### src/include/soc_params.svh
`ifndef SOC_PARAMS_SVH
`define SOC_PARAMS_SVH

// APB bus widths
`define SOC_ADDR_W 32
`define SOC_DATA_W 32

// Word RAM, 4 KB at the bottom of the map
`define RAM_BASE 32'h0000_0000
`define RAM_WORDS 1024

// Keyboard register block
`define KEY_BASE 32'h0000_2000
`define KEY_WORDS 3

// Register offsets inside the key block
`define KEY_DATA_OFS 4'h0
`define KEY_STATUS_OFS 4'h4
`define KEY_CTRL_OFS 4'h8

// System cycles without a PS/2 clock fall before a partial frame is dropped
`define PS2_IDLE_LIMIT 2000

`endif

### src/hdl/soc_pkg.sv
`default_nettype none

package soc_pkg;

    // Which slave an APB address lands on
    typedef enum logic [1:0] {
        REGION_RAM,
        REGION_KEY,
        REGION_NONE
    } bus_region_t;

    // One key event from the PS/2 receiver
    // Also the low 9 bits of KEY_DATA
    typedef struct packed {
        logic       released;
        logic [7:0] scan;
    } key_event_t;

endpackage

`default_nettype wire

### src/hdl/ps2_receiver.sv
`timescale 1ns/1ps
`default_nettype none
`include "soc_params.svh"

module ps2_receiver (
    input  logic               CLOCK_50,
    input  logic               KEY0,
    input  logic               ps2_clk,
    input  logic               ps2_dat,
    output logic               event_valid,
    output soc_pkg::key_event_t key_event,
    output logic               frame_error
);

    localparam int idx_w = $clog2(`PS2_IDLE_LIMIT);
    localparam logic [idx_w-1:0] idle_max = idx_w'(`PS2_IDLE_LIMIT - 1);

    logic [1:0]       clk_sync;
    logic [1:0]       dat_sync;
    logic             clk_prev;
    logic             clk_fall;
    logic [3:0]       bit_cnt;
    logic [9:0]       shreg;
    logic [idx_w-1:0] idle_cnt;
    logic             break_armed;
    logic             frame_done;
    logic             frame_ok;
    logic [7:0]       code;

    // Both lines idle high
    always_ff @(posedge CLOCK_50 or negedge KEY0) begin
        if (!KEY0) begin
            clk_sync <= 2'b11;
            dat_sync <= 2'b11;
            clk_prev <= 1'b1;
        end else begin
            clk_sync <= {clk_sync[0], ps2_clk};
            dat_sync <= {dat_sync[0], ps2_dat};
            clk_prev <= clk_sync[1];
        end
    end

    assign clk_fall   = clk_prev & ~clk_sync[1];
    // The 11th fall carries the stop bit, still on the data line
    assign frame_done = clk_fall && (bit_cnt == 4'd10);
    assign code       = shreg[8:1];
    // Start low, stop high, odd parity over data and parity bit
    assign frame_ok   = !shreg[0] && dat_sync[1] && (^shreg[9:1]);

    always_ff @(posedge CLOCK_50 or negedge KEY0) begin
        if (!KEY0) begin
            bit_cnt     <= '0;
            idle_cnt    <= '0;
            break_armed <= 1'b0;
            event_valid <= 1'b0;
            frame_error <= 1'b0;
        end else begin
            event_valid <= 1'b0;
            frame_error <= 1'b0;
            if (clk_fall) begin
                idle_cnt <= '0;
                if (frame_done) begin
                    bit_cnt <= '0;
                    if (!frame_ok) begin
                        frame_error <= 1'b1;
                        break_armed <= 1'b0;
                    end else if (code == 8'hF0) begin
                        // Break prefix, wait for the code that follows
                        break_armed <= 1'b1;
                    end else begin
                        event_valid <= 1'b1;
                        break_armed <= 1'b0;
                    end
                end else begin
                    bit_cnt <= bit_cnt + 4'd1;
                end
            end else if (bit_cnt != 4'd0) begin
                // Watchdog on a stalled frame
                if (idle_cnt == idle_max) begin
                    bit_cnt  <= '0;
                    idle_cnt <= '0;
                end else begin
                    idle_cnt <= idle_cnt + 1'b1;
                end
            end
        end
    end

    // Shift LSB first, first bit ends up at shreg[0]
    always_ff @(posedge CLOCK_50) begin
        if (clk_fall && !frame_done) begin
            shreg <= {dat_sync[1], shreg[9:1]};
        end
        if (frame_done && frame_ok && (code != 8'hF0)) begin
            key_event.released <= break_armed;
            key_event.scan     <= code;
        end
    end

endmodule

`default_nettype wire

### config.mk
export PLATFORM = sky130hd
export DESIGN_NAME = ps2_receiver
export DESIGN_NICKNAME = d
export VERILOG_FILES = /design/src/hdl/soc_pkg.sv /design/src/hdl/ps2_receiver.sv
export VERILOG_INCLUDE_DIRS = /design/src /design/src/include
export SDC_FILE = /design/constraint.sdc
export NUM_CORES = 1
export LEC_CHECK = 0
export BUFFER_PORTS_ARGS = -buffer_cell sky130_fd_sc_hd__buf_2
export CORE_MARGIN = 4
export CORE_UTILIZATION = 50
export CTS_BUF_LIST = sky130_fd_sc_hd__clkbuf_4 sky130_fd_sc_hd__clkbuf_8
export DETAILED_ROUTE_END_ITERATION = 6
export PLACE_DENSITY = 0.78
export SYNTH_ARGS = -nofsm -noshare
export SYNTH_HDL_FRONTEND = slang
export SYNTH_SLANG_ARGS = --single-unit
### constraint.sdc
create_clock -name CLOCK_50 -period 7.1 [get_ports CLOCK_50]
set_input_delay 0.71 -clock CLOCK_50 [delete_from_list [all_inputs] [get_ports CLOCK_50]]
set_output_delay 0.71 -clock CLOCK_50 [all_outputs]
set_load 0.005 [all_outputs]
==> metrics.cfg <==
[pwr]
power_density_nw_per_um2=258
power.share.switching_pct=30.1
power.total_uw=510
combPwrFrac_pct=16.5
p_int_uw=356
power.leakage_uw=0.000787
p_clk_share_pct=22.9
peakVddDrop_uv=140
switching_power_uw=154
seqPwrFrac_pct=60.6

[setup_path]
crit_start=shreg[8]
crit_cells=5
worstSetupEndpointType=register
cp_num_buf_inv=0
path_max_fanout=9
start_kind=register
slowest_stage=nor3_1
max_stage_delay_ns=0.93
critPathTopFamily=simple AND/OR/NAND/NOR gates
r2r-start=shreg[8]
crit_type=reg2reg
reg2reg_to=key_event[1]
cp.arrival_ns=2.73
crit_chain=ha_1 -> xnor3_1 -> xnor2_1 -> nand3b_1 -> nor3_1
crit_end=key_event[1]
reg2reg_depth=5
worst-endpoint-required_ns=7.07
reg2reg_setup_slack_ns=4.34

[cts]
cts_tree=built
cts-root-buf=clkbuf_4
clockBufferDepth=2
cts_setup_buffers=0
insertion_delay_ns=0.35
cts_resized=0
htree_num_levels=2
cts-buffers-inserted=5
cts.sinks=42
ctsHoldBuffers=0
clkTransAtPathRegs_ns=0.13

[floorplanning]
die_area_um2=4600
coreArea_um2=3390
initial_utilization_pct=52.9
io_pins=15
rows=21
fp.dieH_um=67.9
die_x_um=67.9

[drt]
drt_iter0_drc=30
detail_route.first_pass.iterations=4
final_antenna_net_count=0
wirelength_um=2890
vias=1086
wl_per_cell_um=14.4
vias_per_cell=5.40
drc=0

[sta]
slew_violations=0
clock_skew_ns=0.0105
setup_viol=0
setup_tns_ns=0
finalCritPeriodShare_pct=38.8
slew_headroom_pct=24.3
period_needed_ns=2.76
rsz0062_at_grt=no
max_clock_freq_ghz=0.363
tightest_slew_ns=1.13
hold_viol=0

[logic_synthesis]
synth_area_leaders=edfxtp_1 32%, dfrtp_1 25%, dfstp_2 7.3%
yosysWarnings=0
ys_seq_area_share_pct=64.3
netlist.area_leader.share_pct=31.8
yosys.cell_count.top_type=edfxtp_1
synth_cell_types=35
async_flop_share_pct=54.8
ys_seq_elements=42
synthTopCellsByCount=19 x edfxtp_1, 18 x dfrtp_1, 12 x nand2_1, 8 x ha_1, 8 x nor2_1
syn_nets=146
syn_inst=134
syn_area_um2=1790
synth_edf_count=19
ys.flop_type=edfxtp_1
synth_top_area_cell=edfxtp_1
avgSynthCellArea_um2=13.4

[finish]
multi_input_area_um2=609
fin_util_pct=58.3
nets=166
area_delta_synth_final_pct=10.2
final_layout_size_suffix_gt1_share_pct=21.9
regArea_um2=1150
n_fill_cell=259
antenna_cells_inserted=0

[global_route]
grt_max_degree=24
grt_overflow_total=0
grt_pass1_vias=1019
grt_antenna_before_repair=0
grt_usage_pct=14.9
grt_pass1_wl_um=4860

[placed_design]
dpl.hpwl_um=2100
portBuffers=14
gp_congestion=0.802

[status]
status=completed

[min_path]
min_path_type=in2async

[run]
max_cap_viol_count=0

## layout by cell type (no fill, tap or decap), types with 6 or more instances in the layout
cell type,Yosys,layout
inv_1,7,7
edfxtp_1,19,19
ha_1,8,8
dfrtp_1,18,18
nand2_1,12,12
nor2_1,8,8
nand3_1,6,6
buf_2,0,14
## cells by family (layout without fill, tap and decap cells)
kind of cell    after synthesis  count (layout)  synth area share (%)
compound gates               18              18                  7.96
xor+xnor                     10              10                  5.66
fa+ha+maj                     8               8                  5.59
buf+inv                       8              29                  1.68
flops                        42              42                  64.3
simple gates                 48              48                  14.8
## metrics by stage
| step | cells | area (um^2) | hold WS (ns) | setup slack, ns |
|---|---|---|---|---|
| after floorplan | 134 | 1790 | 0.345 | 4.67 |
| after CTS | 201 | 1970 | 0.312 | 4.30 |
| after global routing | 201 | 1970 | 0.320 | 4.15 |
| final | 201 | 1970 | 0.301 | 4.34 |
| after detailed placement | 193 | 1920 | 0.347 | 4.33 |
| after global placement | 193 | 1920 | 0.346 | 4.44 |
## sequential cells by signal, indices dropped and copies added (netlist names)
name and count:
clk_prev 1, dat_sync 2, idle_cnt 11, clk_sync 2, shreg 10, break_armed 1, bit_cnt 4, key_event 9
frame_error 1, event_valid 1
## worst reg2reg max path: cells and delay by family, from the launching register on
kind	cells	cell delay, ns
AND/OR/NAND/NOR	2	1.07
adder cells (fa/ha/maj)	1	0.31
flip-flops	1	0.44
XOR/XNOR	2	0.56
## power groups by stage
stage               registers (uW)  clock network [uW]  logic, uW
detailed placement             311                   0       86.2
floorplan                      305                   0       66.7
global route                   312                 129       97.1
global placement               310                   0       79.2
CTS                            308                 119       85.2
finish                         309                 117       84.3
## final cells by class
type	count	area share, %
multi-input cells	84	30.9
inverters	7	1.33
well taps	46	2.92
flip-flops and latches	42	58.4
clock inverters	3	1.08
repair buffers	14	3.55
clock buffers	5	1.90
## per-layer routing
| layer | global-route usage [%] | part of all wire (%) |
|---|---|---|
| met5 | 0 | 0 |
| met3 | 3.61 | 4.8 |
| met2 | 21.0 | 45 |
| met4 | 7.44 | 1.9 |
| met1 | 21.4 | 48 |
## how the worst min path moves through the flow
| stage | startpoint | to | cells after the start |
|---|---|---|---|
| 2_1_floorplan | clk_sync[0] | clk_sync[1] | 0 |
| 3_3_place_gp | clk_sync[0] | clk_sync[1] | 0 |
| 3_5_place_dp | clk_sync[0] | clk_sync[1] | 0 |
| 4_1_cts | KEY0 | idle_cnt[4] | 1 |
| 5_1_grt | KEY0 | idle_cnt[4] | 1 |
| 6_report | KEY0 | idle_cnt[5] | 1 |
Note: power is estimated with default switching activity, not from simulation.
