--- src/include/soc_params.svh ---
`ifndef SOC_PARAMS_SVH
`define SOC_PARAMS_SVH

// APB bus widths
`define SOC_ADDR_W 32
`define SOC_DATA_W 32

// Word RAM, 4 KB at the bottom of the map
`define RAM_BASE 32'h0000_0000
`define RAM_WORDS 1024

// Keyboard register block
`define KEY_BASE 32'h0000_2000
`define KEY_WORDS 3

// Register offsets inside the key block
`define KEY_DATA_OFS 4'h0
`define KEY_STATUS_OFS 4'h4
`define KEY_CTRL_OFS 4'h8

// System cycles without a PS/2 clock fall before a partial frame is dropped
`define PS2_IDLE_LIMIT 2000

`endif

--- src/hdl/soc_pkg.sv ---
`default_nettype none

package soc_pkg;

    // Which slave an APB address lands on
    typedef enum logic [1:0] {
        REGION_RAM,
        REGION_KEY,
        REGION_NONE
    } bus_region_t;

    // One key event from the PS/2 receiver
    // Also the low 9 bits of KEY_DATA
    typedef struct packed {
        logic       released;
        logic [7:0] scan;
    } key_event_t;

endpackage

`default_nettype wire

--- src/hdl/apb_if.sv ---
`timescale 1ns/1ps
`default_nettype none
`include "soc_params.svh"

interface apb_if;

    // Request side, driven by the master
    logic                   psel;
    logic                   penable;
    logic                   pwrite;
    logic [`SOC_ADDR_W-1:0] paddr;
    logic [`SOC_DATA_W-1:0] pwdata;

    // Response side, driven by the slave
    logic [`SOC_DATA_W-1:0] prdata;
    logic                   pready;
    logic                   pslverr;

    modport master (
        output psel, penable, pwrite, paddr, pwdata,
        input  prdata, pready, pslverr
    );

    modport slave (
        input  psel, penable, pwrite, paddr, pwdata,
        output prdata, pready, pslverr
    );

endinterface

`default_nettype wire

--- src/hdl/apb_decoder.sv ---
`timescale 1ns/1ps
`default_nettype none
`include "soc_params.svh"

module apb_decoder (
    input logic   CLOCK_50,
    input logic   KEY0,
    apb_if.slave  host,
    apb_if.master ram,
    apb_if.master keys
);
    import soc_pkg::*;

    localparam logic [`SOC_ADDR_W-1:0] ram_bytes = `RAM_WORDS * 4;
    localparam logic [`SOC_ADDR_W-1:0] key_bytes = `KEY_WORDS * 4;

    logic [`SOC_ADDR_W-1:0] ram_ofs;
    logic [`SOC_ADDR_W-1:0] key_ofs;
    bus_region_t            region;
    logic                   none_resp;

    // Offsets relative to each window, so one unsigned compare covers both bounds
    assign ram_ofs = host.paddr - `RAM_BASE;
    assign key_ofs = host.paddr - `KEY_BASE;

    always_comb begin
        if (ram_ofs < ram_bytes)
            region = REGION_RAM;
        else if (key_ofs < key_bytes)
            region = REGION_KEY;
        else
            region = REGION_NONE;
    end

    // Only the selected slave sees psel and penable
    assign ram.psel     = host.psel && (region == REGION_RAM);
    assign ram.penable  = host.penable && (region == REGION_RAM);
    assign ram.pwrite   = host.pwrite;
    assign ram.paddr    = host.paddr;
    assign ram.pwdata   = host.pwdata;

    assign keys.psel    = host.psel && (region == REGION_KEY);
    assign keys.penable = host.penable && (region == REGION_KEY);
    assign keys.pwrite  = host.pwrite;
    assign keys.paddr   = host.paddr;
    assign keys.pwdata  = host.pwdata;

    // Unmapped access: armed in the setup cycle, answers in the first access cycle
    always_ff @(posedge CLOCK_50 or negedge KEY0) begin
        if (!KEY0) begin
            none_resp <= 1'b0;
        end else begin
            none_resp <= host.psel && !host.penable && (region == REGION_NONE);
        end
    end

    always_comb begin
        case (region)
            REGION_RAM: begin
                host.prdata  = ram.prdata;
                host.pready  = ram.pready;
                host.pslverr = ram.pslverr;
            end
            REGION_KEY: begin
                host.prdata  = keys.prdata;
                host.pready  = keys.pready;
                host.pslverr = keys.pslverr;
            end
            default: begin
                host.prdata  = '0;
                host.pready  = none_resp;
                host.pslverr = none_resp;
            end
        endcase
    end

endmodule

`default_nettype wire

--- src/flat_wrapper.sv ---
// flat-port wrapper written by rule: the top's interface ports become plain ports
module apb_decoder_flat import soc_pkg::*;
  (CLOCK_50, KEY0, host_psel, host_penable, host_pwrite, host_paddr, host_pwdata, host_prdata, host_pready, host_pslverr, ram_psel, ram_penable, ram_pwrite, ram_paddr, ram_pwdata, ram_prdata, ram_pready, ram_pslverr, keys_psel, keys_penable, keys_pwrite, keys_paddr, keys_pwdata, keys_prdata, keys_pready, keys_pslverr);
  apb_if host_i ();
  apb_if ram_i ();
  apb_if keys_i ();
  input logic CLOCK_50;
  input logic KEY0;
  input wire logic [$bits(host_i.psel)-1:0] host_psel;
  input wire logic [$bits(host_i.penable)-1:0] host_penable;
  input wire logic [$bits(host_i.pwrite)-1:0] host_pwrite;
  input wire logic [$bits(host_i.paddr)-1:0] host_paddr;
  input wire logic [$bits(host_i.pwdata)-1:0] host_pwdata;
  output wire logic [$bits(host_i.prdata)-1:0] host_prdata;
  output wire logic [$bits(host_i.pready)-1:0] host_pready;
  output wire logic [$bits(host_i.pslverr)-1:0] host_pslverr;
  output wire logic [$bits(ram_i.psel)-1:0] ram_psel;
  output wire logic [$bits(ram_i.penable)-1:0] ram_penable;
  output wire logic [$bits(ram_i.pwrite)-1:0] ram_pwrite;
  output wire logic [$bits(ram_i.paddr)-1:0] ram_paddr;
  output wire logic [$bits(ram_i.pwdata)-1:0] ram_pwdata;
  input wire logic [$bits(ram_i.prdata)-1:0] ram_prdata;
  input wire logic [$bits(ram_i.pready)-1:0] ram_pready;
  input wire logic [$bits(ram_i.pslverr)-1:0] ram_pslverr;
  output wire logic [$bits(keys_i.psel)-1:0] keys_psel;
  output wire logic [$bits(keys_i.penable)-1:0] keys_penable;
  output wire logic [$bits(keys_i.pwrite)-1:0] keys_pwrite;
  output wire logic [$bits(keys_i.paddr)-1:0] keys_paddr;
  output wire logic [$bits(keys_i.pwdata)-1:0] keys_pwdata;
  input wire logic [$bits(keys_i.prdata)-1:0] keys_prdata;
  input wire logic [$bits(keys_i.pready)-1:0] keys_pready;
  input wire logic [$bits(keys_i.pslverr)-1:0] keys_pslverr;
  assign host_i.psel = host_psel;
  assign host_i.penable = host_penable;
  assign host_i.pwrite = host_pwrite;
  assign host_i.paddr = host_paddr;
  assign host_i.pwdata = host_pwdata;
  assign host_prdata = host_i.prdata;
  assign host_pready = host_i.pready;
  assign host_pslverr = host_i.pslverr;
  assign ram_psel = ram_i.psel;
  assign ram_penable = ram_i.penable;
  assign ram_pwrite = ram_i.pwrite;
  assign ram_paddr = ram_i.paddr;
  assign ram_pwdata = ram_i.pwdata;
  assign ram_i.prdata = ram_prdata;
  assign ram_i.pready = ram_pready;
  assign ram_i.pslverr = ram_pslverr;
  assign keys_psel = keys_i.psel;
  assign keys_penable = keys_i.penable;
  assign keys_pwrite = keys_i.pwrite;
  assign keys_paddr = keys_i.paddr;
  assign keys_pwdata = keys_i.pwdata;
  assign keys_i.prdata = keys_prdata;
  assign keys_i.pready = keys_pready;
  assign keys_i.pslverr = keys_pslverr;
  apb_decoder u_core (.CLOCK_50(CLOCK_50), .KEY0(KEY0), .host(host_i), .ram(ram_i), .keys(keys_i));
endmodule
--- config.mk ---
export PLATFORM = sky130hd
export DESIGN_NAME = apb_decoder_flat
export DESIGN_NICKNAME = d
export VERILOG_FILES = /design/src/hdl/soc_pkg.sv /design/src/hdl/apb_if.sv /design/src/hdl/apb_decoder.sv /design/src/flat_wrapper.sv
export VERILOG_INCLUDE_DIRS = /design/src /design/src/include
export SDC_FILE = /design/constraint.sdc
export NUM_CORES = 1
export LEC_CHECK = 0
export BUFFER_PORTS_ARGS = -buffer_cell sky130_fd_sc_hd__buf_2
export CORE_AREA = 2 2 117 119
export CTS_CLUSTER_DIAMETER = 40
export DETAILED_ROUTE_END_ITERATION = 10
export DIE_AREA = 0 0 119 121
export PLACE_DENSITY = 0.57
export RECOVER_POWER = 25
export SLEW_MARGIN = 20
export SYNTH_ARGS = -nofsm -noshare
export SYNTH_HDL_FRONTEND = slang
export SYNTH_SLANG_ARGS = --single-unit
--- constraint.sdc ---
create_clock -name CLOCK_50 -period 3.85 [get_ports CLOCK_50]
set_input_delay 0.77 -clock CLOCK_50 [delete_from_list [all_inputs] [get_ports CLOCK_50]]
set_output_delay 0.77 -clock CLOCK_50 [all_outputs]
set_load 0.02 [all_outputs]
==> qor.yml, run 1 <==
outcome:
  outcome: "finished, final reports clean"
route:
  drtPass1Iterations: 4
  num_vias: 1761
  wire_per_inst_microns: 13.2
  vias_per_cell: 3.68
  ant_nets: 0
  drt_iter0_drc: 47
  postRouteWirelength_microns: 6310
  drc: 0
die:
  rows: 42
  die_y_microns: 121
  io_pins: 305
  initial_core_util_pct: 13.6
  die_area_sq_um: 14400
  die_w_microns: 119
  core_area_sq_um: 13100
pwr:
  ir_drop_mv: 0.0343
  p_per_area_nw_per_um2: 87.6
  p_leak_nw: 1.17
final_layout:
  synthToLayoutAreaGrowth_pct: 17.7
  largest_register_ffs: 1
  drive_gt1_share_pct: 78.2
  final_nets: 443
  fill_cells: 1515
  regMostFlops: "u_core.none_resp"
  final_cell_mix: "buf_2 (198), a22o_2 (20), a22o_1 (12), buf_4 (10), nor2_1 (6)"
  final_common_cell: "buf_2"
  n_antenna_cell: 0
  final_cell_count_no_fill: 479
  final_cell_area_sq_um: 2090
  reg.largest.list: "u_core.none_resp x1"
synth:
  ys_seq_area_share_pct: 1.41
  syn_inst: 230
  ys_warn_count: 0
  synth_area_sq_um: 1770
  yosys_register_bits: 1
  ys_types: 36
  syn_avg_cell_area_sq_um: 7.71
  syn_nets: 368
clock_network:
  clkSlewWorstSetupHoldPaths_ns: 0
  cts_hold_buf: 0
global_route:
  antenna_found_initial: 0
  grt_pass1_vias: 1627
  grt_pass1_wl_microns: 8740
  grt_usage_pct: 7.58
  grt_max_degree: 37
  gr-total-overflow: 0
place:
  gp_congestion: 0.783
  dp_hpwl_microns: 5720
  dpl.cell_count: 478
  placed_cell_area_sq_um: 2070
  io_buffers: 199
sta:
  slew_viol_final: 0
  rsz0062_at_grt: "false"
  final-setup-viol-count: 0
  timing.slew.headroom_pct: 75.6
  hold_violations: 0
  finalSetupTns_ns: 0
  fmax_ghz: 0.270
  final.period_utilization_pct: 96.2
  finalCriticalPeriod_ns: 3.70
  worst_pin_slew_ns: 0.361
worst_setup_path:
  crit_type: "input port to output pin"
  crit_fanout: 33
  crit_path_start_kind: "input port"
  cp-end-kind: "output pin"
  cp.arrival_ns: 2.93
  worstPathRequired_ns: 3.08
hold_path:
  hold_class: "input port to asynchronous set/reset pin"
run:
  cap_viol_max_count: 0
[through the flow]
| stage | total power, mW | hold slack [ns] | utilization [%] | setup WS [ns] |
|---|---|---|---|---|
| finish | 0.183 | 0.547 | 16.0 | 0.145 |
| floorplan | 0.226 | 0.474 | - | 0.395 |
| detailed placement | 0.184 | 0.556 | 15.8 | 0.0710 |
| global route | 0.195 | 0.557 | 16.0 | 0.0225 |
| CTS | 0.185 | 0.556 | 15.8 | 0.0711 |
| global placement | 0.184 | 0.557 | 15.8 | 0.132 |
[critical path, cell delays in order]
cell and delay [ns]:
buf_2 0.10, or4_4 0.54, nor2_1 0.15, nand4_1 0.10
a221o_1 0.43, nor3_4 0.28, buf_12 0.22, a22o_1 0.15
buf_2 0.16
[kinds of logic (layout without fill, tap and decap cells)]
group                    Yosys count  in the layout  synth area share (%)
buffers and inverters            142            215                  58.9
AO/OA/AOI/OAI                     46             46                  24.0
flip-flops                         1              1                  1.41
adder cells (fa/ha/maj)            1              1                 0.705
AND/OR/NAND/NOR                   39             39                  14.5
XOR/XNOR                           1              1                 0.494
[what timing repair did]
item | in CTS | in global routing
gates resized for setup | 0 | 2
hold endpoints to repair | 0 | 0
endpoints found under the setup margin | 0 | 35
setup buffers | 0 | 1
[area by class of cell]
class	instances	area (sq um)	area share, %
inverters	4	15.0	0.719
flip-flops and latches	1	25.0	1.20
multi-input cells	87	718	34.4
repair buffers	211	1110	53.1
well taps	176	220	10.5
[worst paths after layout]
| check | to | from |
|---|---|---|
| max in group asynchronous | u_core.none_resp | KEY0 |
| min in group CLOCK_50 | u_core.none_resp | host_penable |
| min | u_core.none_resp | KEY0 |
| max | host_prdata[26] | host_paddr[24] |
[synth_stat cells, drive strengths merged]
cell type    n  area share [%]
buf        134              57
a22o        32              17
nor2         6             1.3
nor4         5             2.6
and2         4             1.4
clkbuf       4            0.85
inv          4            0.85
nand3        4             1.1
nor3         4             1.8
nand2        3            0.63
nor4b        3             1.5
o21bai       3             1.3
or4          3             1.5
a211oi       2            0.85
nand3b       2            0.85
nand4        2            0.71
o41ai        2            0.99
a211o        1            0.49
a21boi       1            0.63
a21o         1            0.42
a21oi        1            0.28
a221o        1            0.56
a32o         1            0.56
and4         1            0.49
dfrtp        1             1.4
ha           1            0.71
nand2b       1            0.35
nor2b        1            0.35
o211ai       1            0.71
xnor2        1            0.49
[where the power goes]
| group | internal (mW) | total, mW | switching (mW) |
|---|---|---|---|
| Clock | 0 | 0 | 0 |
| Sequential | 0.0112 | 0.0114 | 0.000128 |
| Combinational | 0.0726 | 0.172 | 0.0989 |
| Total | 0.0838 | 0.183 | 0.0991 |
[metal layers]
| layer | GRT usage (%) | up-vias | share of wire (%) |
|---|---|---|---|
| li1 | - | 828 | - |
| met1 | 8.79 | 761 | 37 |
| met2 | 14.4 | 159 | 51 |
| met3 | 1.79 | 13 | 11 |
| met4 | 0.967 | 0 | 1.1 |
| met5 | 0 | - | 0 |
Note: power is estimated with default switching activity, not from simulation.
==> inputs of run 2 (changes only) <==
REMOVE_ABC_BUFFERS = 1   (was default)
==> run 2 against run 1 <==
Against the previous run:
- flip-flop and latch count stayed put
- maximum frequency increased by 1.3%
- via count increased by 5.8%
- final cell count decreased by 1.7%
- sequential power up 4%
- hold slack worse by 0.0012 ns
- setup slack improved by 0.046 ns
- sequential share of layout area about the same
- combinational power about the same
- total power increased by 2.1%
- routed wire length grew 85%
- final area decreased by 3.4%
- critical endpoint is now host_prdata[7]
==> qor.yml, run 2 (synthesis results as in run 1) <==
die:
  core_area_sq_um: 13100  # unchanged
  rows: 42  # unchanged
  die_w_microns: 119  # unchanged
  initial_core_util_pct: 13.6  # unchanged
  die_area_sq_um: 14400  # unchanged
  die_y_microns: 121  # unchanged
  io_pins: 305  # unchanged
clock_network:
  post-cts-setup-buffers: 0  # unchanged
  cts_resized: 0  # unchanged
  cts_hold_buf: 0  # unchanged
  clkSlewWorstSetupHoldPaths_ns: 0  # unchanged
pwr:
  p_leak_nw: 1.12  # -3.9%
  p_per_area_nw_per_um2: 92.5  # +5.6%
  ir_drop_mv: 0.0496  # +45%
  power.total_mw: 0.187  # +2.1%
route:
  met2WireLength_microns: 5040  # +57%
  ant_nets: 0  # unchanged
  drt_iter0_drc: 126  # +170%
  top_layer: "met5"
  drc: 0  # unchanged
  num_vias: 1864  # +5.8%
  vias_per_cell: 3.96  # +7.6%
  wire_per_inst_microns: 24.8  # +88%
  wl_met3_microns: 2900  # +320%
  drtPass1Iterations: 4  # unchanged
  wl_met1_microns: 3620  # +55%
  postRouteWirelength_microns: 11700  # +85%
sta:
  finalSetupTns_ns: 0  # unchanged
  worst_pin_slew_ns: 0.435  # +0.0735 ns
  fmax_ghz: 0.273  # +1.3%
  hold_violations: 0  # unchanged
  whs_ns: 0.545  # -0.00117 ns
  slew_viol_final: 0  # unchanged
  final-setup-viol-count: 0  # unchanged
  timing.slew.headroom_pct: 70.8  # -4.8 points
  final.period_utilization_pct: 95.0  # -1.2 points
  rsz0062_at_grt: "false"
  finalCriticalPeriod_ns: 3.66  # -0.0459 ns
worst_setup_path:
  crit_type: "input port to output pin"
  cp-end-kind: "output pin"
  cp.arrival_ns: 2.89  # -0.04 ns
  worstPathRequired_ns: 3.08  # about the same
  crit_fanout: 37  # +12%
  crit_path_start_kind: "input port"
final_layout:
  n_antenna_cell: 0  # unchanged
  synthToLayoutAreaGrowth_pct: 13.8
  largest_register_ffs: 1  # unchanged
  final_common_cell: "buf_2"
  final_cell_mix: "buf_2 (199), a22o_2 (20), a22o_1 (12), nor2_1 (6)"
  reg.largest.list: "u_core.none_resp x1"
  drive_gt1_share_pct: 77.6  # -0.59 points
  regMostFlops: "u_core.none_resp"
  final_core_util_pct: 15.4  # -0.54 points
  fill_cells: 1528  # +0.86%
  final_nets: 435  # -1.8%
global_route:
  grt_pass1_vias: 1714  # +5.3%
  antenna_found_initial: 2  # +2
  gr-total-overflow: 0  # unchanged
  grt_usage_pct: 14.8  # +7.2 points
  grt_pass1_wl_microns: 14900  # +70%
  grt_max_degree: 39  # +5.4%
place:
  gp_congestion: 0.915  # +17%
  io_buffers: 199  # unchanged
  dp_hpwl_microns: 10700  # +87%
run:
  cap_viol_max_count: 0  # unchanged
hold_path:
  hold_class: "input port to asynchronous set/reset pin"
outcome:
  outcome: "finished, final reports clean"
==> run 2: per-layer routing <==
metal  GRT usage [%]  up-vias
met5            5.51        -
met4               0        6
met3            16.9        6
met2            22.1      192
met1            14.2      844
li1                -      816
==> run 2: worst max path at each step <==
stage                   startpoint        endpoint  cells after the start
global placement    host_paddr[24]  host_prdata[7]                      9
finish              host_paddr[24]  host_prdata[7]                      9
floorplan           host_paddr[24]  host_prdata[0]                      6
detailed placement  host_paddr[24]  host_prdata[7]                      9
global route        host_paddr[13]     host_pready                     11
CTS                 host_paddr[24]  host_prdata[7]                      9
==> run 2: area by class of cell <==
| type | count | area, sq um | share of cell area (%) |
|---|---|---|---|
| sequential | 1 | 25.0 | 1.24 |
| tap | 176 | 220 | 10.9 |
| inverter | 4 | 15.0 | 0.744 |
| multi-input combinational | 87 | 707 | 35.0 |
| timing repair buffer | 203 | 1050 | 52.1 |
==> run 2: stage by stage <==
stage / instance area [sq um] / std cells / setup slack, ns
2_1_floorplan: 744 / 92 / 0.108
3_3_place_gp: 2020 / 471 / 0.179
3_5_place_dp: 2020 / 471 / 0.162
4_1_cts: 2020 / 471 / 0.158
5_1_grt: 2020 / 471 / 0.0253
6_report: 2020 / 471 / 0.191
==> run 2: critical path, cell delays in order <==
cell	delay [ns]
buf_2	0.13
or4_4	0.54
nor2_1	0.15
nand4_1	0.11
a221o_1	0.45
nor3_4	0.17
buf_12	0.21
a22o_2	0.18
buf_2	0.16
==> run 2: power by group <==
group | switching [mW] | internal [mW] | total, mW
Combinational | 0.106 | 0.0687 | 0.175
Clock | 0 | 0 | 0
Sequential | 0.000521 | 0.0112 | 0.0118
Total | 0.107 | 0.0799 | 0.187
