==> src/include/soc_params.svh <==
`ifndef SOC_PARAMS_SVH
`define SOC_PARAMS_SVH

// APB bus widths
`define SOC_ADDR_W 32
`define SOC_DATA_W 32

// Word RAM, 4 KB at the bottom of the map
`define RAM_BASE 32'h0000_0000
`define RAM_WORDS 1024

// Keyboard register block
`define KEY_BASE 32'h0000_2000
`define KEY_WORDS 3

// Register offsets inside the key block
`define KEY_DATA_OFS 4'h0
`define KEY_STATUS_OFS 4'h4
`define KEY_CTRL_OFS 4'h8

// System cycles without a PS/2 clock fall before a partial frame is dropped
`define PS2_IDLE_LIMIT 2000

`endif

==> src/hdl/soc_pkg.sv <==
`default_nettype none

package soc_pkg;

    // Which slave an APB address lands on
    typedef enum logic [1:0] {
        REGION_RAM,
        REGION_KEY,
        REGION_NONE
    } bus_region_t;

    // One key event from the PS/2 receiver
    // Also the low 9 bits of KEY_DATA
    typedef struct packed {
        logic       released;
        logic [7:0] scan;
    } key_event_t;

endpackage

`default_nettype wire

==> src/hdl/apb_if.sv <==
`timescale 1ns/1ps
`default_nettype none
`include "soc_params.svh"

interface apb_if;

    // Request side, driven by the master
    logic                   psel;
    logic                   penable;
    logic                   pwrite;
    logic [`SOC_ADDR_W-1:0] paddr;
    logic [`SOC_DATA_W-1:0] pwdata;

    // Response side, driven by the slave
    logic [`SOC_DATA_W-1:0] prdata;
    logic                   pready;
    logic                   pslverr;

    modport master (
        output psel, penable, pwrite, paddr, pwdata,
        input  prdata, pready, pslverr
    );

    modport slave (
        input  psel, penable, pwrite, paddr, pwdata,
        output prdata, pready, pslverr
    );

endinterface

`default_nettype wire

==> src/hdl/key_regs.sv <==
`timescale 1ns/1ps
`default_nettype none
`include "soc_params.svh"

module key_regs (
    input  logic               CLOCK_50,
    input  logic               KEY0,
    apb_if.slave               bus,
    input  logic               event_valid,
    input  soc_pkg::key_event_t key_event,
    input  logic               frame_error,
    output logic               irq
);
    import soc_pkg::*;

    localparam logic [1:0] reg_data   = 2'(`KEY_DATA_OFS >> 2);
    localparam logic [1:0] reg_status = 2'(`KEY_STATUS_OFS >> 2);
    localparam logic [1:0] reg_ctrl   = 2'(`KEY_CTRL_OFS >> 2);

    logic [`SOC_ADDR_W-1:0] offset;
    logic [1:0]             reg_idx;
    logic                   access;
    logic                   data_read;
    logic                   status_wr;
    logic                   ctrl_wr;
    key_event_t             data_q;
    logic                   pending;
    logic                   overrun;
    logic                   ferr;
    logic                   irq_en;

    assign offset  = bus.paddr - `KEY_BASE;
    assign reg_idx = offset[3:2];
    assign access  = bus.psel & bus.penable;

    // Strobes on the completing edge
    assign data_read = access && !bus.pwrite && (reg_idx == reg_data);
    assign status_wr = access && bus.pwrite && (reg_idx == reg_status);
    assign ctrl_wr   = access && bus.pwrite && (reg_idx == reg_ctrl);

    always_ff @(posedge CLOCK_50 or negedge KEY0) begin
        if (!KEY0) begin
            pending <= 1'b0;
            overrun <= 1'b0;
            ferr    <= 1'b0;
            irq_en  <= 1'b0;
            irq     <= 1'b0;
        end else begin
            // A new event wins over a read in the same cycle
            if (event_valid)
                pending <= 1'b1;
            else if (data_read)
                pending <= 1'b0;

            // Overrun only if the old event is still unread
            if (event_valid && pending && !data_read)
                overrun <= 1'b1;
            else if (status_wr && bus.pwdata[1])
                overrun <= 1'b0;

            if (frame_error)
                ferr <= 1'b1;
            else if (status_wr && bus.pwdata[2])
                ferr <= 1'b0;

            if (ctrl_wr)
                irq_en <= bus.pwdata[0];

            irq <= pending & irq_en;
        end
    end

    // Latest event, replaced on overrun
    always_ff @(posedge CLOCK_50) begin
        if (event_valid) begin
            data_q <= key_event;
        end
    end

    always_comb begin
        bus.prdata = '0;
        case (reg_idx)
            reg_data:   bus.prdata[$bits(key_event_t)-1:0] = data_q;
            reg_status: bus.prdata[2:0] = {ferr, overrun, pending};
            reg_ctrl:   bus.prdata[0] = irq_en;
            default:    bus.prdata = '0;
        endcase
    end

    // No wait states, writes to KEY_DATA fall through silently
    assign bus.pready  = access;
    assign bus.pslverr = 1'b0;

endmodule

`default_nettype wire

==> src/flat_wrapper.sv <==
// flat-port wrapper written by rule: the top's interface ports become plain ports
module key_regs_flat import soc_pkg::*;
  (CLOCK_50, KEY0, event_valid, key_event, frame_error, irq, bus_psel, bus_penable, bus_pwrite, bus_paddr, bus_pwdata, bus_prdata, bus_pready, bus_pslverr);
  apb_if bus_i ();
  input  logic CLOCK_50;
  input  logic KEY0;
  input  logic event_valid;
  input  soc_pkg::key_event_t key_event;
  input  logic frame_error;
  output logic irq;
  input wire logic [$bits(bus_i.psel)-1:0] bus_psel;
  input wire logic [$bits(bus_i.penable)-1:0] bus_penable;
  input wire logic [$bits(bus_i.pwrite)-1:0] bus_pwrite;
  input wire logic [$bits(bus_i.paddr)-1:0] bus_paddr;
  input wire logic [$bits(bus_i.pwdata)-1:0] bus_pwdata;
  output wire logic [$bits(bus_i.prdata)-1:0] bus_prdata;
  output wire logic [$bits(bus_i.pready)-1:0] bus_pready;
  output wire logic [$bits(bus_i.pslverr)-1:0] bus_pslverr;
  assign bus_i.psel = bus_psel;
  assign bus_i.penable = bus_penable;
  assign bus_i.pwrite = bus_pwrite;
  assign bus_i.paddr = bus_paddr;
  assign bus_i.pwdata = bus_pwdata;
  assign bus_prdata = bus_i.prdata;
  assign bus_pready = bus_i.pready;
  assign bus_pslverr = bus_i.pslverr;
  key_regs u_core (.CLOCK_50(CLOCK_50), .KEY0(KEY0), .bus(bus_i), .event_valid(event_valid), .key_event(key_event), .frame_error(frame_error), .irq(irq));
endmodule
==> config.mk <==
export PLATFORM = sky130hd
export DESIGN_NAME = key_regs_flat
export DESIGN_NICKNAME = d
export VERILOG_FILES = /design/src/hdl/soc_pkg.sv /design/src/hdl/apb_if.sv /design/src/hdl/key_regs.sv /design/src/flat_wrapper.sv
export VERILOG_INCLUDE_DIRS = /design/src /design/src/include
export SDC_FILE = /design/constraint.sdc
export NUM_CORES = 1
export LEC_CHECK = 0
export ABC_AREA = 1
export BUFFER_PORTS_ARGS = -buffer_cell sky130_fd_sc_hd__buf_2
export CAP_MARGIN = 20
export CORE_AREA = 4 4 56 58
export CTS_BUF_LIST = sky130_fd_sc_hd__clkbuf_16
export CTS_CLUSTER_SIZE = 24
export DETAILED_ROUTE_END_ITERATION = 8
export DIE_AREA = 0 0 60 62
export HOLD_SLACK_MARGIN = 0.05
export PLACE_DENSITY = 0.8
export SETUP_SLACK_MARGIN = 0.15
export SLEW_MARGIN = 20
export SYNTH_ARGS = -nofsm -noshare
export SYNTH_HDL_FRONTEND = slang
export SYNTH_SLANG_ARGS = --single-unit
==> constraint.sdc <==
create_clock -name CLOCK_50 -period 2.32 [get_ports CLOCK_50]
set_clock_uncertainty 0.15 [all_clocks]
set_input_delay 0.348 -clock CLOCK_50 [delete_from_list [all_inputs] [get_ports CLOCK_50]]
set_output_delay 0.348 -clock CLOCK_50 [all_outputs]
set_load 0.05 [all_outputs]
==> results of run 1 <==
[layout by cell type (no fill, tap or decap)]
cell type and n:
a22o_1 2, buf_2 31, clkbuf_16 3, conb_1 24, dfrtp_1 5, dlygate4sd3_1 1
edfxtp_1 9, inv_1 14, inv_2 1, nand2_1 14, nand3_1 6, nand4_1 1
nor2_1 7, nor2_4 2
[stage by stage]
step / utilization / worst slack [ns] / hold WS, ns
after detailed placement: 0.333 / 0.663 / 0.0191
after floorplan: - / 0.603 / -0.0976
final: 0.367 / 0.667 / 0.130
after global routing: 0.367 / 0.589 / 0.125
after CTS: 0.367 / 0.662 / 0.126
after global placement: 0.333 / 0.665 / 0.0154
[logic make-up (layout without fill, tap and decap cells)]
family,Yosys count,in the layout,share of synthesized area
AOI/OAI and AO/OA,2,2,0.0223
buffers and inverters,38,50,0.296
DFF,14,14,0.502
other,1,24,0.00476
and+or+nand+nor,30,30,0.175
[final timing paths]
kind	from	slack (ns)	to
hold / removal	key_event[7]	0.13	u_core.data_q[7]$_DFFE_PP_
setup reg to reg	u_core.pending$_DFFE_PN0P_	1.47	u_core.overrun$_DFFE_PN0P_
min in group asynchronous	KEY0	0.30	u_core.ferr$_DFFE_PN0P_
setup / recovery	bus_paddr[3]	0.67	bus_prdata[4]
hold reg to reg	u_core.overrun$_DFFE_PN0P_	0.32	u_core.overrun$_DFFE_PN0P_
max in group asynchronous	KEY0	1.59	u_core.overrun$_DFFE_PN0P_
[timing repair]
action | CTS | global route
hold endpoints to repair | 5 | 0
resized for setup | 0 | 0
hold buffers | 1 | 0
[critical path: stages]
cell,delay (ns)
buf_2,0.15
nor2_4,0.17
inv_1,0.12
nor2_1,0.10
buf_2,0.27
[routing by layer]
metal  up-vias  wire length (microns)  part of all wire
met1       239                    456              0.34
met4         0                     43             0.032
li1        283                      -                 -
met2        34                    664              0.50
met3         5                    164              0.12
met5         -                      0                 0
[area by class of cell]
type                    instances  share of cell area
flip-flops and latches         14               0.405
multi-input cells              56               0.251
repair buffers                 32               0.169
clock buffers                   3              0.0769
inverters                      14              0.0538
well taps                      31              0.0397
clock inverters                 1             0.00385
[flip-flops by register name (all words and copies together), names as in the netlist]
signal / flops
u_core.data_q: 9
u_core.ferr: 1
u_core.irq: 1
u_core.irq_en: 1
u_core.overrun: 1
u_core.pending: 1
[power breakdown]
part	internal, mW	switching, mW
logic	0.0339	0.170
clock network	0.227	0.0884
registers	0.290	0.00709
==> run metrics, run 1 <==
Crit Path Max Fanout=6; clock latency on the worst-skew pair=0.24 ns; final worst path period share=0.713; crit end category=output port; Synth area leader=edfxtp_1; # diodes=0; Nets=201; Post-route DRC=0; Die ar.=between 0.003 and 0.004 sq mm; GR Util met3=0.0248; EDFF count, synth=9; WHS Path Cells=1; grt met1 use=0.0808; CP Data Arrival Time=1.16 ns; dpl cell area=887 sq um; Final TNS setup=0 ns; mean post-synth cell area=roughly 9.3 sq um; vias in the first global route=490; # fillers=277; leak pwr=0.556 nW; Critical Path RT=approximately 1.8 ns; initial antenna violation count=0; Multi-input gate area=245 sq um; Seq. cell area=395 sq um; Synthesis Warnings=0; Fmax=605 MHz; #FFs+latches synth=14; post-synthesis cell count=85; largest net degree at the start of global routing=12; I/O Buffers=31; Distinct cells, synth=12; Initial Util=0.296; num rows=19; layout cell share with drive strength beyond 1=0.308; area grow syn2layout=24.0%; GR Util All Layers=0.0770; WL/cell=between 8 and 9 microns; Max-Cap Viols=0; clock buffer depth=2; Seq/Total Area, Yosys=0.502; Final Max Slew Viols=0; placed cells=approximately 150; Peak VDD IR=589 uV; via count=about 560; post-route cell area=976 sq um; RePlAce Congestion=0.775; Ports=115; DR pass1 iterations=4; top cells by area, synth=edfxtp_1 (34%), buf_4 (23%), dfrtp_1 (16%), nand2_1 (6.7%), inv_1 (6.2%); final setup violation count=0; Sink Count=14; fin cells=151; number of CTS-inserted buffers=3; chip height=62 microns; power consumption=0.815 mW; most frequent cells after synthesis=buf_4 (24), nand2_1 (14), inv_1 (13), edfxtp_1 (9), nor2_1 (7); first-pass GRT wire length=2000 microns; vias per cell=3.72; GRT overflow=0; RSZ-0062 raised after global routing=false; Startpoint Class=input port; gr busiest metal=met2; Die Wd=60 microns; min cycle time layout=1.65 ns; M2 GR Usage=0.125; count leader, synth=buf_4; crit path kind=input port to output port; Synth Flop Type=edfxtp_1; worst hold path type=input port to flop; Post-CTS Setup Repair Bufs=0; Synth Cell Area=787 sq um; Final HPWL DP=between 1000 and 1500 microns; FFs w/ async S/R, synth=0.357; DR iter-0 viols=2; DRT antenna net count=0; status=finished, final reports clean; share of the synthesized area in the top cell type=0.343; Cell Pwr Density=roughly 840 mW/mm^2; H-tree Lvls=1; Reg2Reg Depth=4; CTS tree=built; root buffer cell=clkbuf_16; core area=0.00266 sq mm; Routed WL=1330 microns; Hold Violations, Final=0; Reg clk slew, reported paths=0.04 ns
No activity file was read; power rests on OpenSTA's default activity.
==> run 2, diff against run 1 <==
--- a/config.mk
+++ b/config.mk
@@ -9,13 +9,13 @@
 export ABC_AREA = 1
 export BUFFER_PORTS_ARGS = -buffer_cell sky130_fd_sc_hd__buf_2
 export CAP_MARGIN = 20
-export CORE_AREA = 4 4 56 58
+export CORE_AREA = 4 4 61 63
 export CTS_BUF_LIST = sky130_fd_sc_hd__clkbuf_16
 export CTS_CLUSTER_SIZE = 24
 export DETAILED_ROUTE_END_ITERATION = 8
-export DIE_AREA = 0 0 60 62
+export DIE_AREA = 0 0 65 67
 export HOLD_SLACK_MARGIN = 0.05
-export PLACE_DENSITY = 0.8
+export PLACE_DENSITY = 0.71
 export SETUP_SLACK_MARGIN = 0.15
 export SLEW_MARGIN = 20
 export SYNTH_ARGS = -nofsm -noshare
==> constraint.sdc (replaced) <==
create_clock -name CLOCK_50 -period 1.4 [get_ports CLOCK_50]
set_clock_uncertainty 0.15 [all_clocks]
set_input_delay 0.21 -clock CLOCK_50 [delete_from_list [all_inputs] [get_ports CLOCK_50]]
set_output_delay 0.21 -clock CLOCK_50 [all_outputs]
set_load 0.05 [all_outputs]
==> run 2 against run 1 <==
Die area grew 17%. Register-to-register slack lost 1.1 ns. Sequential share of layout area shrank 8.6 points. Largest power group unchanged. Via count grew 10%. Routed wire length grew 19%. Combinational power grew 110%. Clock power grew 65%.
==> run metrics, run 2 (synthesis gave the netlist of run 1 again) <==
status=finished, final reports clean; Nets=216; Peak VDD IR=880 uV; # diodes=0; Reg clk slew, reported paths=about 0.040 ns; Max-Cap Viols=0; num rows=21; GR Util All Layers=0.0762; GRT overflow=0; CP Data Arrival Time=1.01 ns; clock latency on the worst-skew pair=roughly 0.24 ns; RSZ-0062 raised after global routing=true; # fillers=321; Levels on crit path=2; final setup violation count=0; first-pass GRT wire length=between 2000 and 2500 microns; Cell Pwr Density=1160 mW/mm^2; critical path's slowest cell=edfxtp_1; chip height=67 microns; number of CTS-inserted buffers=3; WL/cell=8.73 microns; post-route cell area=roughly 0.0012 sq mm; Post-route DRC=0; H-tree Lvls=1; root buffer cell=clkbuf_16; WP buf/inv=1; Hold Violations, Final=0; Critical Path RT=1.04 ns; Crit Reg-Reg Startpoint=u_core.irq_en$_DFFE_PN0P_; crit-path cells=a22o_1, buf_6; crit end category=output port; Seq pwr share=0.342; vias in the first global route=598; WHS Path Cells=3; Die Wd=65 microns; final worst path period share=0.981; core area=0.00323 sq mm; Ports=115; hold_sp=bus_pwdata[0]; Max stage delay on crit path=about 0.36 ns; final worst setup slack=0.0270 ns; fin cells=181; CTS tree=built; Logic pwr share=0.295; leak pwr=0.636 nW; clock network fraction of total power=0.363; Crit Path Max Fanout=1; switching share of power=0.322; Biggest register=u_core.data_q; DRT antenna net count=0; via count=619; placed cells=161; vias per cell=3.42; power consumption=1.44 mW; layout cell share with drive strength beyond 1=0.385; Die ar.=0.00436 sq mm; Reg2Reg Depth=4; DR pass1 iterations=4; clock buffer depth=2; largest net degree at the start of global routing=12; pre-CTS setup slack=0.0119 ns; Initial Util=0.244; Final Max Slew Viols=0; most common cell after layout, fill and taps aside=conb_1; Startpoint Class=flop; worst hold path type=input port to flop; DR iter-0 viols=5; Fmax=728 MHz; I/O Buffers=31; Final TNS setup=0 ns; Sink Count=14; dpl cell area=906 sq um; most frequent cells in the layout=conb_1 (24), buf_2 (22), nand2_1 (13), inv_1 (12), dlygate4sd3_1 (11); initial antenna violation count=0; R2R setup slack=0.40 ns; RePlAce Congestion=0.722; crit path kind=flop to output port; max reg flops=9; Routed WL=1580 microns; internal power=slightly below 1 mW; Crit path max-delay family=flip-flops; area grow syn2layout=57.4%; CP Launch Point=u_core.data_q[1]$_DFFE_PP_; Switch Pwr=0.462 mW; min cycle time layout=1.37 ns
==> run 2: cell types whose count changed in the layout (fill, tap and decap cells not counted), moves of 4 or more <==
cell / previous run / this run
buf_4: 0 / 5
buf_2: 31 / 22
nor2_1: 7 / 1
nor2_2: 0 / 4
dlygate4sd3_1: 1 / 11
buf_6: 0 / 7
==> run 2: final timing paths <==
path	endpoint
max	bus_prdata[1]
min	u_core.irq_en$_DFFE_PN0P_
max reg2reg	u_core.irq_en$_DFFE_PN0P_
min reg2reg	u_core.overrun$_DFFE_PN0P_
max in group asynchronous	u_core.overrun$_DFFE_PN0P_
min in group asynchronous	u_core.pending$_DFFE_PN0P_
==> run 2: power groups by stage <==
stage,Clock [mW],Sequential [mW],Combinational [mW]
finish,0.521,0.491,0.424
global route,0.552,0.493,0.453
CTS,0.523,0.490,0.397
detailed placement,0,0.498,0.334
global placement,0,0.497,0.334
floorplan,0,0.517,0.299
==> run 2: worst reg2reg max path, cell delays in order (launching register included) <==
cell and delay (ns):
dfrtp_1 0.38, buf_4 0.13, buf_4 0.12, nand2_1 0.05
nand2_1 0.05
==> run 2: cell type report <==
type | instances | area (sq um) | share of cell area
Sequential cell | 14 | 395 | 0.319
Timing Repair Buffer | 47 | 367 | 0.296
Multi-Input combinational cell | 56 | 283 | 0.228
Clock buffer | 3 | 75.1 | 0.0606
Inverter | 14 | 57.6 | 0.0465
Tap cell | 46 | 57.6 | 0.0465
Clock inverter | 1 | 3.75 | 0.00303
==> run 2: per-layer routing <==
| layer | GRT usage | routed length [microns] | up-vias |
|---|---|---|---|
| li1 | - | - | 315 |
| met1 | 0.0670 | 461 | 266 |
| met2 | 0.149 | 922 | 32 |
| met3 | 0.0169 | 156 | 6 |
| met4 | 0.0554 | 40 | 0 |
| met5 | 0 | 0 | - |
==> run 2: through the flow <==
step | hold slack (ns) | utilization
after floorplan | -0.236 | -
after global placement | -0.125 | 0.280
after detailed placement | -0.122 | 0.280
after CTS | 0.0912 | 0.366
after global routing | 0.126 | 0.383
final | 0.0924 | 0.383
==> run 2: repair_timing <==
action	4_1_cts	5_1_grt
setup endpoints to repair	9	9
hold buffers	11	0
endpoints found under the hold margin	15	0
pin swaps	4	6
setup buffers	3	2
cloned	0	0
resized for setup	23	11
==> run 3, diff against run 2 <==
--- a/config.mk
+++ b/config.mk
@@ -6,16 +6,15 @@
 export SDC_FILE = /design/constraint.sdc
 export NUM_CORES = 1
 export LEC_CHECK = 0
-export ABC_AREA = 1
 export BUFFER_PORTS_ARGS = -buffer_cell sky130_fd_sc_hd__buf_2
 export CAP_MARGIN = 20
-export CORE_AREA = 4 4 61 63
+export CORE_AREA = 4 4 60 62
 export CTS_BUF_LIST = sky130_fd_sc_hd__clkbuf_16
 export CTS_CLUSTER_SIZE = 24
 export DETAILED_ROUTE_END_ITERATION = 8
-export DIE_AREA = 0 0 65 67
+export DIE_AREA = 0 0 64 66
 export HOLD_SLACK_MARGIN = 0.05
-export PLACE_DENSITY = 0.71
+export PLACE_DENSITY = 0.74
 export SETUP_SLACK_MARGIN = 0.15
 export SLEW_MARGIN = 20
 export SYNTH_ARGS = -nofsm -noshare
==> run 3 against run 2 <==
The run now ends with setup timing left. Core utilization up 3.7 points. Final area up 2.8%. First-iteration DRC count up 120%. Clock power up 2%. Sequential cell count unchanged.
==> run metrics, run 3 <==
Nets=approximately 200; status=finished, violations left; final worst setup slack=-0.0161 ns; Max-Cap Viols=0; num rows=20; Biggest register=u_core.data_q; Reg2Reg Depth=4; # diodes=0; crit end category=output port; final worst path period share=1.01; CTS tree=built; Final HPWL DP=about 1100 microns; I/O Buffers=31; CP Data Arrival Time=1.06 ns; crit path kind=flop to output port; area grow syn2layout=58.8%; RSZ-0062 raised after global routing=true; leak pwr=0.593 nW; WHS Path Cells=2; dpl cell area=953 sq um; Post-route DRC=0; Startpoint Class=flop; Synthesis Warnings=0; EDFF count, synth=9; GRT overflow=0; chip height=between 60 and 70 microns; Synth Cell Area=802 sq um; DR pass1 iterations=2; first-pass GRT wire length=between 2000 and 3000 microns; initial antenna violation count=0; worst hold path type=input port to flop; max reg flops=9; RePlAce Congestion=between 0.7 and 0.8; via count=roughly 620; layout cell share with drive strength beyond 1=0.467; count leader, synth=buf_4; Seq/Total Area, Yosys=0.493; crit-path cells=mux2i_1, o21ai_2, buf_6; top cells by area, synth=edfxtp_1 (34%), buf_4 (23%), dfrtp_1 (16%), and2_1 (5.5%), mux2i_1 (3.7%); root buffer cell=clkbuf_16; clock buffer depth=2; most frequent cells in the layout=conb_1 (24), buf_2 (22), dlygate4sd3_1 (11), edfxtp_1 (9); Ports=115; GR Util All Layers=0.0858; Peak VDD IR=709 uV; core area=0.00303 sq mm; number of CTS-inserted buffers=3; Hold Violations, Final=0; Crit Path Max Fanout=2; fin cells=164; post-route cell area=0.00127 sq mm; most common cell after layout, fill and taps aside=conb_1; final setup violation count=2; largest net degree at the start of global routing=12; Sink Count=14; Synth area leader=edfxtp_1; Routed WL=about 1800 microns; DR iter-0 viols=11; failing checks=setup timing; #FFs+latches synth=14; Reg clk slew, reported paths=roughly 0.040 ns; Die ar.=0.00422 sq mm; Fmax=706 MHz; Max stage delay on crit path=0.39 ns; Initial Util=0.265; Synth Flop Type=edfxtp_1; min cycle time layout=1.42 ns; DRT antenna net count=0; H-tree Lvls=1; WL/cell=around 11 microns; clock latency on the worst-skew pair=0.24 ns; Final Max Slew Viols=0; vias per cell=3.80; mean post-synth cell area=11.3 sq um; share of the synthesized area in the top cell type=0.337; post-synthesis cell count=71; placed cells=145; Cell Pwr Density=~1100 mW/mm^2; FFs w/ async S/R, synth=0.357; Critical Path RT=between 1 and 1.5 ns; Distinct cells, synth=19; critical path's slowest cell=dfrtp_1; vias in the first global route=619; hold slack final=0.0629 ns; most frequent cells after synthesis=buf_4 (25), edfxtp_1 (9), and2_1 (7), dfrtp_1 (5), nand2_1 (4); Die Wd=64 microns
-- run 3: cell types whose count changed in the layout (fill, tap and decap cells not counted), moves of 4 or more --
cell,change
nand2_1,-9
inv_1,-9
buf_8,+4
and2_4,+6
buf_6,-4
nor2_2,-4
nand3_1,-4
-- run 3: cell type report --
type | instances | area [sq um]
Fill cell | 257 | 1750
Tap cell | 44 | 55.1
Clock inverter | 1 | 3.75
Timing Repair Buffer | 48 | 402
Clock buffer | 3 | 75.1
Sequential cell | 14 | 395
Multi-Input combinational cell | 52 | 335
Inverter | 2 | 7.51
-- run 3: power by group --
part           internal (mW)  total (mW)  switching (mW)
sequential             0.481       0.495          0.0138
combinational          0.130       0.427           0.298
clock                  0.377       0.534           0.157
-- run 3: logic make-up (layout without fill, tap and decap cells) --
kind of cell	after synthesis	count (layout)	share of synthesized area
other	1	24	0.00468
muxes	4	4	0.0562
buffers and inverters	28	54	0.257
and+or+nand+nor	19	19	0.148
DFF	14	14	0.493
AOI/OAI and AO/OA	5	5	0.0406
-- run 3: metrics by stage --
step	util	setup TNS, ns	setup slack (ns)	power [mW]
floorplan	-	0	0.104	0.837
global placement	0.315	0	0.00445	0.850
detailed placement	0.315	0	0.0132	0.854
CTS	0.391	-0.000846	-0.000846	1.42
global route	0.421	-0.157	-0.0722	1.52
finish	0.421	-0.0230	-0.0161	1.46
-- run 3: per-layer routing --
metal  track usage  part of all wire  vias to the layer above
li1              -                 -                      283
met1        0.0846              0.39                      292
met2         0.148              0.46                       46
met3        0.0374              0.14                        2
met4        0.0512             0.011                        0
met5             0                 0                        -
-- run 3: final timing paths --
check | startpoint | endpoint | slack (ns)
worst max-delay path | u_core.pending$_DFFE_PN0P_ | bus_prdata[0] | -0.02
worst min-delay path | bus_pwdata[0] | u_core.irq_en$_DFFE_PN0P_ | 0.06
worst max register to register | u_core.pending$_DFFE_PN0P_ | u_core.pending$_DFFE_PN0P_ | 0.33
worst min register to register | u_core.irq_en$_DFFE_PN0P_ | u_core.irq$_DFF_PN0_ | 0.38
max in group asynchronous | KEY0 | u_core.ferr$_DFFE_PN0P_ | 0.80
min in group asynchronous | KEY0 | u_core.overrun$_DFFE_PN0P_ | 0.17
-- run 3: critical path, delay by kind of cell (launching register included) --
| kind | cells | cell delay, ns |
|---|---|---|
| buffers and inverters | 1 | 0.15 |
| multiplexers | 1 | 0.19 |
| flip-flops | 1 | 0.39 |
| AO/OA/AOI/OAI | 1 | 0.08 |
-- run 3: repair_timing --
action,4_1_cts,5_1_grt
resized for setup,8,32
hold endpoints to repair,15,0
setup buffers,2,2
setup endpoints to repair,9,9
hold buffers,11,0
